===== src/scanLink_defines.svh =====
`ifndef SCAN_LINK_DEFINES_SVH
`define SCAN_LINK_DEFINES_SVH

// Buffer fill rate, in clock cycles per fill step
`define SLOW_DIV 8

// Fill levels that trigger a command frame
`define FILL_NEAR   4'd7  // Near full
`define FILL_ALMOST 4'd8  // Almost full
`define FILL_FULL   4'd9  // Full, fill level saturates here

// Frames held between controller and serializer
`define QUEUE_DEPTH 4

`endif


===== src/design/scanPkg.sv =====
package scanPkg;

	typedef logic [3:0] fillLevel_t;

	// Host input levels
	typedef enum logic [1:0] {
		HOST_NONE      = 2'd0,
		HOST_START     = 2'd1,
		HOST_PEER_HALF = 2'd2  // Peer buffer at half
	} hostCode_e;

	typedef enum logic [1:0] {
		IDLE,
		ACTIVE,
		STANDBY,
		TRANSFER
	} scanState_e;

	// Command byte sent first in every frame
	typedef enum logic [7:0] {
		CMD_NEAR_FULL   = 8'd2,
		CMD_ALMOST_FULL = 8'd3,
		CMD_FULL        = 8'd4,
		CMD_DATA        = 8'd7
	} linkCmd_e;

	typedef struct packed {
		logic       isData;   // 16-bit frame when set
		linkCmd_e   cmd;
		logic [7:0] payload;  // Only sent with data frames
	} linkFrame_t;

endpackage


===== src/design/fillCounter.sv =====
`timescale 1ns/1ps
`include "scanLink_defines.svh"

module fillCounter (
	input  logic                clk,
	input  logic                rst,
	input  logic                countEnable,
	input  logic                bufferClear,
	output scanPkg::fillLevel_t fillLevel,
	output logic                fillStep
);

	localparam int DivWidth = $clog2(`SLOW_DIV);
	localparam logic [DivWidth-1:0] DivLast = DivWidth'(`SLOW_DIV - 1);

	logic [DivWidth-1:0] divCount;
	logic                divWrap;

	assign divWrap = countEnable && (divCount == DivLast);

	// Held at zero while not scanning so every pass starts in phase
	always_ff @(posedge clk) begin
		if (rst || bufferClear || !countEnable) begin
			divCount <= '0;
		end else if (divWrap) begin
			divCount <= '0;
		end else begin
			divCount <= divCount + 1'b1;
		end
	end

	// Fake buffer fill, one level per divider wrap
	always_ff @(posedge clk) begin
		if (rst || bufferClear) begin
			fillLevel <= '0;
			fillStep  <= 1'b0;
		end else if (divWrap && (fillLevel < `FILL_FULL)) begin
			fillLevel <= fillLevel + 1'b1;
			fillStep  <= 1'b1;  // Aligned with the new level
		end else begin
			fillStep <= 1'b0;  // No strobe once saturated
		end
	end

endmodule


===== src/design/frameQueue.sv =====
`timescale 1ns/1ps
`include "scanLink_defines.svh"

module frameQueue (
	input  logic                clk,
	input  logic                rst,
	input  logic                push,
	input  scanPkg::linkFrame_t pushFrame,
	input  logic                pop,
	output scanPkg::linkFrame_t headFrame,
	output logic                notEmpty
);
	import scanPkg::*;

	localparam int PtrWidth = $clog2(`QUEUE_DEPTH);
	localparam logic [PtrWidth-1:0] PtrLast = PtrWidth'(`QUEUE_DEPTH - 1);

	linkFrame_t          entries [`QUEUE_DEPTH];
	logic [PtrWidth-1:0] wrPtr;
	logic [PtrWidth-1:0] rdPtr;
	logic [PtrWidth:0]   count;
	logic                doPop;

	function automatic logic [PtrWidth-1:0] nextPtr(input logic [PtrWidth-1:0] ptr);
		return (ptr == PtrLast) ? '0 : ptr + 1'b1;
	endfunction

	assign notEmpty  = (count != '0);
	assign doPop     = pop && notEmpty;  // Ignore pop on empty
	assign headFrame = entries[rdPtr];

	always_ff @(posedge clk) begin
		if (push) begin
			entries[wrPtr] <= pushFrame;
		end
	end

	always_ff @(posedge clk) begin
		if (rst) begin
			wrPtr <= '0;
			rdPtr <= '0;
			count <= '0;
		end else begin
			if (push) begin
				wrPtr <= nextPtr(wrPtr);
			end
			if (doPop) begin
				rdPtr <= nextPtr(rdPtr);
			end
			case ({push, doPop})
				2'b10:   count <= count + 1'b1;
				2'b01:   count <= count - 1'b1;
				default: count <= count;  // Both or neither
			endcase
		end
	end

endmodule


===== src/design/linkSerializer.sv =====
`timescale 1ns/1ps

module linkSerializer (
	input  logic                clk,
	input  logic                rst,
	input  scanPkg::linkFrame_t headFrame,
	input  logic                notEmpty,
	output logic                pop,
	output logic                clkOut,
	output logic                dataOut
);

	logic        active;
	logic [3:0]  bitsLeft;  // Bits still to send after the current one
	logic [15:0] shiftReg;
	logic [15:0] loadWord;

	// Command byte goes out first, both bytes LSB first
	assign loadWord = {headFrame.payload, headFrame.cmd};
	assign pop      = !active && notEmpty;

	always_ff @(posedge clk) begin
		if (rst) begin
			active   <= 1'b0;
			bitsLeft <= '0;
			clkOut   <= 1'b0;
			dataOut  <= 1'b0;
		end else if (pop) begin
			active   <= 1'b1;
			bitsLeft <= headFrame.isData ? 4'd15 : 4'd7;
			clkOut   <= 1'b1;
			dataOut  <= loadWord[0];
		end else if (active && (bitsLeft != '0)) begin
			bitsLeft <= bitsLeft - 1'b1;
			clkOut   <= 1'b1;
			dataOut  <= shiftReg[0];
		end else begin
			// Idle cycle after the last bit, pop can follow here
			active  <= 1'b0;
			clkOut  <= 1'b0;
			dataOut <= 1'b0;
		end
	end

	always_ff @(posedge clk) begin
		if (pop) begin
			shiftReg <= {1'b0, loadWord[15:1]};  // Bit 0 already on dataOut
		end else if (active) begin
			shiftReg <= {1'b0, shiftReg[15:1]};
		end
	end

endmodule


===== src/design/scanController.sv =====
`timescale 1ns/1ps
`include "scanLink_defines.svh"

module scanController (
	input  logic                clk,
	input  logic                rst,
	input  scanPkg::hostCode_e  hostCode,
	input  logic                readyForTransfer,
	input  scanPkg::fillLevel_t fillLevel,
	input  logic                fillStep,
	output logic                countEnable,
	output logic                bufferClear,
	output logic                frameValid,
	output scanPkg::linkFrame_t frame
);
	import scanPkg::*;

	scanState_e state;
	scanState_e nextState;
	logic       cmdPush;       // Threshold command due this cycle
	linkCmd_e   cmdSel;
	logic       enterTransfer; // First cycle in TRANSFER

	always_comb begin
		nextState = state;
		cmdPush   = 1'b0;
		cmdSel    = CMD_NEAR_FULL;
		case (state)
			IDLE: begin
				if (hostCode == HOST_START) begin
					nextState = ACTIVE;
				end
			end
			ACTIVE: begin
				if (fillStep) begin
					if (fillLevel == `FILL_NEAR) begin
						cmdPush = 1'b1;
						cmdSel  = CMD_NEAR_FULL;
					end else if (fillLevel == `FILL_ALMOST) begin
						cmdPush = 1'b1;
						cmdSel  = CMD_ALMOST_FULL;
					end else if (fillLevel == `FILL_FULL) begin
						cmdPush   = 1'b1;
						cmdSel    = CMD_FULL;
						nextState = readyForTransfer ? TRANSFER : STANDBY;
					end
				end
			end
			STANDBY: begin
				// Wait for the receiver or for the peer buffer to reach half
				if (readyForTransfer || (hostCode == HOST_PEER_HALF)) begin
					nextState = TRANSFER;
				end
			end
			TRANSFER: begin
				if (hostCode == HOST_PEER_HALF) begin
					nextState = IDLE;
				end
			end
		endcase
	end

	assign countEnable = (state == ACTIVE);
	assign bufferClear = (state == TRANSFER) && (hostCode == HOST_PEER_HALF);

	always_ff @(posedge clk) begin
		if (rst) begin
			state         <= IDLE;
			enterTransfer <= 1'b0;
			frameValid    <= 1'b0;
		end else begin
			state         <= nextState;
			enterTransfer <= (nextState == TRANSFER) && (state != TRANSFER);
			frameValid    <= cmdPush || enterTransfer;
		end
	end

	// Frame register, the data frame follows CMD_FULL one cycle later
	always_ff @(posedge clk) begin
		if (enterTransfer) begin
			frame.isData  <= 1'b1;
			frame.cmd     <= CMD_DATA;
			frame.payload <= {4'b0, fillLevel};  // Level still intact when clearing
		end else if (cmdPush) begin
			frame.isData  <= 1'b0;
			frame.cmd     <= cmdSel;
			frame.payload <= '0;
		end
	end

endmodule


===== src/design/scanLink.sv =====
`timescale 1ns/1ps

module scanLink (
	input  logic               clk,
	input  logic               rst,
	input  scanPkg::hostCode_e hostCode,
	input  logic               readyForTransfer,
	output logic               clkOut,
	output logic               dataOut
);
	import scanPkg::*;

	fillLevel_t fillLevel;
	logic       fillStep;
	logic       countEnable;
	logic       bufferClear;
	logic       frameValid;
	linkFrame_t frame;
	linkFrame_t headFrame;
	logic       notEmpty;
	logic       pop;

	fillCounter fillCounterInst (
		.clk         (clk),
		.rst         (rst),
		.countEnable (countEnable),
		.bufferClear (bufferClear),
		.fillLevel   (fillLevel),
		.fillStep    (fillStep)
	);

	scanController scanControllerInst (
		.clk              (clk),
		.rst              (rst),
		.hostCode         (hostCode),
		.readyForTransfer (readyForTransfer),
		.fillLevel        (fillLevel),
		.fillStep         (fillStep),
		.countEnable      (countEnable),
		.bufferClear      (bufferClear),
		.frameValid       (frameValid),
		.frame            (frame)
	);

	frameQueue frameQueueInst (
		.clk       (clk),
		.rst       (rst),
		.push      (frameValid),
		.pushFrame (frame),
		.pop       (pop),
		.headFrame (headFrame),
		.notEmpty  (notEmpty)
	);

	linkSerializer linkSerializerInst (
		.clk       (clk),
		.rst       (rst),
		.headFrame (headFrame),
		.notEmpty  (notEmpty),
		.pop       (pop),
		.clkOut    (clkOut),
		.dataOut   (dataOut)
	);

endmodule


===== config.mk =====
export PLATFORM = sky130hd
export DESIGN_NAME = scanLink
export DESIGN_NICKNAME = d
export VERILOG_FILES = /design/src/design/scanPkg.sv /design/src/design/fillCounter.sv /design/src/design/frameQueue.sv /design/src/design/linkSerializer.sv /design/src/design/scanController.sv /design/src/design/scanLink.sv
export VERILOG_INCLUDE_DIRS = /design/src
export SDC_FILE = /design/constraint.sdc
export NUM_CORES = 1
export LEC_CHECK = 0
export BUFFER_PORTS_ARGS = -buffer_cell sky130_fd_sc_hd__clkbuf_2
export CORE_AREA = 4 4 100 102
export DETAILED_ROUTE_END_ITERATION = 6
export DIE_AREA = 0 0 104 106
export PLACE_DENSITY = 0.72
export SLEW_MARGIN = 40
export SYNTH_ARGS = -nofsm -noshare
export SYNTH_HDL_FRONTEND = slang
export SYNTH_HIERARCHICAL = 1
export SYNTH_SLANG_ARGS = --single-unit

===== constraint.sdc =====
create_clock -name clk -period 2.1 [get_ports clk]
set_clock_uncertainty 0.1 [all_clocks]
set_input_delay 0.21 -clock clk [delete_from_list [all_inputs] [get_ports clk]]
set_output_delay 0.21 -clock clk [all_outputs]
set_load 0.01 [all_outputs]

# After elaboration in Yosys (flattened, before gate mapping)
# Memories as Yosys holds them, arrays and structs flattened. A register that Yosys moved wholly into a read port is not among the register bits.
# Index checks and enable logic that the tools add are counted.
# classes
addsub,7
n_lt_le_gt_ge,1
n_eq_ne,16
n_mux,40
reduce_logical,21
# op_table
operator,n
8-bit 2-to-1 mux,4
15-bit 2-to-1 mux,2
2-bit 2-to-1 mux,11
4-bit 2-to-1 mux,5
1-bit 2-to-1 mux,15
2-bit equality test (second input constant),7
4-bit equality test (second input constant),2
2-bit case mux with 4 select lines,1
2-bit nonzero test,4
1-bit logical AND,7
3-bit by 1-bit adder with 3-bit output (second input constant),2
2-bit by 1-bit equality test with 1-bit output (second input constant),3
3-bit case mux with 2 select lines,1
2-bit by 1-bit adder with 2-bit output (second input constant),2
4-bit by 1-bit adder with 4-bit output (second input constant),1
4-bit by 3-bit equality test with 1-bit output (second input constant),1
1-bit logical OR,4
4-bit < comparator (second input constant),1
2-bit != test (second input constant),2
4-bit nonzero test,1
4-bit by 1-bit subtractor with 4-bit output (second input constant),1
3-bit equality test (second input constant),1
3-bit 2-to-1 mux,1
3-bit nonzero test,1
other kinds (4),5
# word_totals
reg_bits,54
mem_bits_rw,52
output_inout_bits,2
memories,1
# memory_table
name,words,width,rd,rd_clocked_by_memory_dff,write_ports,line,rtl
frameQueueInst.entries,4,13,1,1,1,frameQueue.sv:18,linkFrame_t entries [`QUEUE_DEPTH];

# Depth between registers and ports, before layout
# depth
word_depth,8
ltp_mapped,11

# By module
# Netlist, hierarchy kept.
# by_module_without_submodules
module,n_inst,cells_each,area_per_inst_um2,seq_area_each_um2
frameQueue,1,137,2946.6,2222.1
linkSerializer,1,65,954.7,590.6
scanController,1,59,614.3,280.3
fillCounter,1,36,354.1,160.2

# Least setup slack after synthesis
# OpenSTA, ideal clock, no wires.
# synth_timing
path_kind,reg-to-reg
from,register frameQueueInst.count[0]
to,register frameQueueInst.count[2]
setup_ns,0.070
t_arrival_ns,2.128
setup_slack_ns,-0.198
path_stages_with_launch,12
path_buffers,1
period_less_slack_ns,2.298
path_cell_list,dfxtp_1 or3_1 nor2b_2 buf_4 o31ai_2 inv_1 ha_1 inv_1 fa_1 xor2_1 or3_1 a21oi_1
# synth_between
elab_chain_cells,5
# synth_lines
item,line,rtl
start: declaration,frameQueue.sv:21,logic [PtrWidth:0] count;
start signal: assignment,frameQueue.sv:51,2'b10: count <= count + 1'b1;
start signal: assignment,frameQueue.sv:52,2'b01: count <= count - 1'b1;
start signal: assignment,frameQueue.sv:53,default: count <= count;
3-bit nonzero test *,frameQueue.sv:28,assign notEmpty = (count != '0);
via notEmpty,scanLink.sv:20,logic notEmpty;
1-bit logical AND *,linkSerializer.sv:20,assign pop = !active && notEmpty;
via pop,scanLink.sv:21,logic pop;
1-bit logical AND *,frameQueue.sv:29,assign doPop = pop && notEmpty;
2-bit by 1-bit equality test with 1-bit output / 2-bit equality test (equally long branches),frameQueue.sv:50,"case ({push, doPop})"
3-bit case mux with 2 select lines / 2-bit nonzero test (equally long branches),-,
# The timed path passes the listed nets; every way through them passes the cells marked *.
# A chain may end at the register's enable or synchronous reset.

# Final worst setup path
# layout_timing
from,register frameQueueInst.count[1]
to,register frameQueueInst.count[2]
# Same word-level chain as after synthesis.

==> results by group <==
Clock tree
  • CTS sink cnt: around 120
  • Worst-path clk slew: approximately 0.050 ns
  • CTS Buf Count: 17
  • Worst-case clock buffer depth: 2
  • CTS Root Cell: clkbuf_8
  • H-tree depth: 4
  • Clock latency on the worst-skew pair: ~0.5 ns
  • CTS tree: yes

Drt
  • Drt drc: 0
  • Remaining antenna violation count: 0
  • Post-DR wirelength/cell: roughly 17 um
  • Vias: around 2400
  • DRT Pass-1 Iters: 4
  • Routed WL: 7807 um
  • Starting DRT DRC Count: between 100 and 150
  • Vias per cell: between 5 and 6

Die
  • Initial core utilization: 0.5346
  • Row count: 35
  • Die height: around 110 um
  • Die Area: around 0.011 sq mm
  • IO Pins: 7
  • DIE WIDTH: roughly 100 um
  • Core Area: a little over 0.009 sq mm

STA
  • Max Fclk: roughly 0.47 GHz
  • Setup TNS: -0.03987 ns
  • Minimum clock period: about 2.1 ns
  • Final setup vio count: 1
  • RSZ-0062 raised after global routing: true
  • Pins Over Slew Limit: 0
  • Final worst slack: -0.03987 ns
  • Worst-Margin Slew: between 0.5 and 0.6 ns
  • Final hold vios: 0
  • Relative slew slack: 0.6539
  • Hold WS: around 0.074 ns
  • Tcrit/Tclk final: 1.019

Yosys
  • Synthesized cell area: around 0.0049 sq mm
  • Cell taking the most area after synthesis: edfxtp_1
  • Post-synthesis sequential area ratio: 0.6680
  • Cell count after synthesis: between 200 and 300
  • Post-synthesis compound-gate area fraction: 0.05370
  • Post-synthesis mux area share: 0.1269
  • Synth top area cells: edfxtp_1, dfxtp_1, mux4_2
  • EDFF count, synth: 87
  • Syn Area/Cell: 16.40 sq um
  • FF+latch count, synth: 119
  • Yosys warns: 6
  • Yosys top cell area share: 0.5365
  • Ys async rst share: 0
  • Main synth FF type: edfxtp_1
  • Simple-Gate Fraction of Synth Area: 0.07220
  • Largest family of logic cells by synthesized area: multiplexers
  • Synth Area in Adders: 0.03237
  • Post-Synth XOR/XNOR Area: 0.003597
  • Synth cell types: between 50 and 60

Critical path
  • CP max-delay cell: or3_4
  • Arrival @ worst endpoint: roughly 2.5 ns
  • CP Capture Type: flop
  • Max incr delay on CP: between 0.3 and 0.4 ns
  • Worst EP required: between 2 and 2.5 ns
  • CP Launch Type: flop
  • Setup CP Type: flop to flop
  • Max FO, Critical Path: 2
  • Crit path top cell by count: inv_2
  • Worst-path cell chain: or3_4 > nor2b_4 > o31ai_4 > inv_2 > ha_4 > inv_2 > fa_2 > xor2_2 > or3_1 > a21oi_1

Placed design
  • Port bufs: 6
  • Post-DP Area: approximately 0.0050 sq mm
  • Routability congestion estimate from global placement: ~0.73
  • Detailed placement HPWL: ~4500 um

Min path
  • Hold WC Path Type: primary input to flop

Final layout
  • Fraction of layout cells with a size suffix above 1: 0.2773
  • Post-route cell area: around 0.0056 sq mm
  • Fillers: slightly below 700
  • Multi-input logic area: roughly 0.0015 sq mm
  • Final #Nets: 343
  • Register Area: approximately 0.0033 sq mm
  • N_diodes: 0
  • Area grow syn2layout: 14.98%

GRT
  • Grt total ovfl: 0
  • Initial antenna violation count: 0
  • Largest net degree at the start of global routing: 22
  • Vias in the first global route: ~2500
  • First-pass GRT wire length: between 10000 and 15000 um
  • GR Util All Layers: 0.1556

Power and ir drop
  • Peak supply drop: about 0.00054 V
  • Int Pwr: between 4 and 5 mW
  • Part of the power in registers: 0.503
  • Leak pwr: about 1.9 nW
  • Net Sw Power: 0.9521 mW
  • Logic pwr share: 0.008
  • Clock power frac: 0.488
  • Power density over cell area: approximately 900 mW/mm^2
  • Switching portion of total power: 0.1900

Flow run
  • Max Cap Viol: 0

Status
  • Failing checks: setup timing
  • Status: finished, violations left
-- critical path, delay by kind of cell (launching register included) --
kind                     cells  cell delay, ns
flip-flops                   1            0.32
XOR/XNOR                     1            0.07
adder cells (fa/ha/maj)      2            0.37
buffers and inverters        2            0.12
AO/OA/AOI/OAI                2            0.21
AND/OR/NAND/NOR              3            0.85
-- metrics by stage --
stage	util	std cells	worst slack, ns	total power, mW
after floorplan	-	305	-0.07284	2.603
after global placement	0.5529	414	0.05255	2.604
after detailed placement	0.5532	414	-0.02330	2.606
after CTS	0.6130	448	-0.06224	5.059
after global routing	0.6147	450	-0.1081	5.198
final	0.6147	450	-0.03987	5.012
-- final timing paths --
check                           depth (start not counted)  slack [ns]                     endpoint                         from
worst min register to register                          1        0.32  fillCounterInst/divCount[0]  fillCounterInst/divCount[0]
worst max register to register                         10       -0.04      frameQueueInst/count[2]      frameQueueInst/count[1]
worst min-delay path                                    4        0.07  scanControllerInst/state[0]                  hostCode[1]
worst max-delay path                                   10       -0.04      frameQueueInst/count[2]      frameQueueInst/count[1]
-- registers in the layout, summed over array words and instances, names as in the netlist, 2 cells and up, named ones only --
name / count
fillCounterInst/divCount: 3
fillCounterInst/fillLevel: 4
frameQueueInst/count: 3
frameQueueInst/entries: 68
frameQueueInst/rdPtr: 2
frameQueueInst/wrPtr: 2
linkSerializerInst/bitsLeft: 4
linkSerializerInst/shiftReg: 15
scanControllerInst/frame: 8
scanControllerInst/state: 2
-- layout make-up --
| cell class | count | share of cell area |
|---|---|---|
| clock inverters | 13 | 0.01587 |
| inverters | 17 | 0.01140 |
| multi-input cells | 152 | 0.2650 |
| repair buffers | 19 | 0.02547 |
| flip-flops and latches | 119 | 0.5821 |
| clock buffers | 19 | 0.07531 |
| well taps | 111 | 0.02480 |
-- layer usage --
layer | routed length (um) | GRT usage | vias up
li1 | - | - | 1177
met1 | 3342 | 0.1798 | 1224
met2 | 4110 | 0.2734 | 44
met3 | 288 | 0.04797 | 4
met4 | 65 | 0.05793 | 0
met5 | 0 | 0 | -
-- logic make-up (layout without fill, tap and decap cells) --
| kind of cell | count (synthesis) | after routing |
|---|---|---|
| mux | 36 | 36 |
| xor+xnor | 2 | 2 |
| compound gates | 34 | 34 |
| buf+inv | 34 | 68 |
| flops | 119 | 119 |
| fa+ha+maj | 12 | 12 |
| simple gates | 59 | 59 |
| other cells | 1 | 9 |
-- what timing repair did --
action | 4_1_cts | 5_1_grt
endpoints found under the hold margin | 1 | 0
setup endpoints to repair | 1 | 2
setup buffers | 1 | 2
resized for setup | 3 | 0
hold buffers | 1 | 0
pin swaps | 2 | 5
-- power by group through the flow --
stage | registers (mW) | clock network (mW) | logic (mW)
floorplan | 2.57 | 0 | 0.0354
global placement | 2.57 | 0 | 0.0356
detailed placement | 2.57 | 0 | 0.0361
CTS | 2.52 | 2.50 | 0.0384
global route | 2.52 | 2.63 | 0.0471
finish | 2.52 | 2.45 | 0.0412
-- synthesized netlist by cell type, types with 4 or more instances --
| cell type | count |
|---|---|
| and2_1 | 11 |
| dfxtp_1 | 32 |
| mux2i_1 | 4 |
| buf_4 | 12 |
| mux2_2 | 14 |
| nand2_1 | 7 |
| mux4_1 | 7 |
| edfxtp_1 | 87 |
| nor2_1 | 14 |
| mux4_2 | 10 |
| a21oi_1 | 7 |
| ha_1 | 11 |
| inv_1 | 17 |
-- layout by cell type, fill, tap and decap left out, types with 3 or more instances in the layout --
cell,netlist,layout
clkinv_1,0,4
mux2_2,14,14
dfxtp_1,32,29
nor2_1,14,14
and2_1,11,9
conb_1,1,9
ha_1,11,10
a21oi_2,3,3
mux2i_1,4,4
mux4_2,10,10
edfxtp_1,87,87
a21oi_1,7,7
mux4_1,7,7
nand2_1,7,7
clkinv_2,0,7
o21ai_0,3,3
a31oi_1,3,3
buf_4,12,11
inv_1,17,15
clkbuf_2,0,6
clkbuf_16,0,16
No activity file was read; power rests on OpenSTA's default activity.
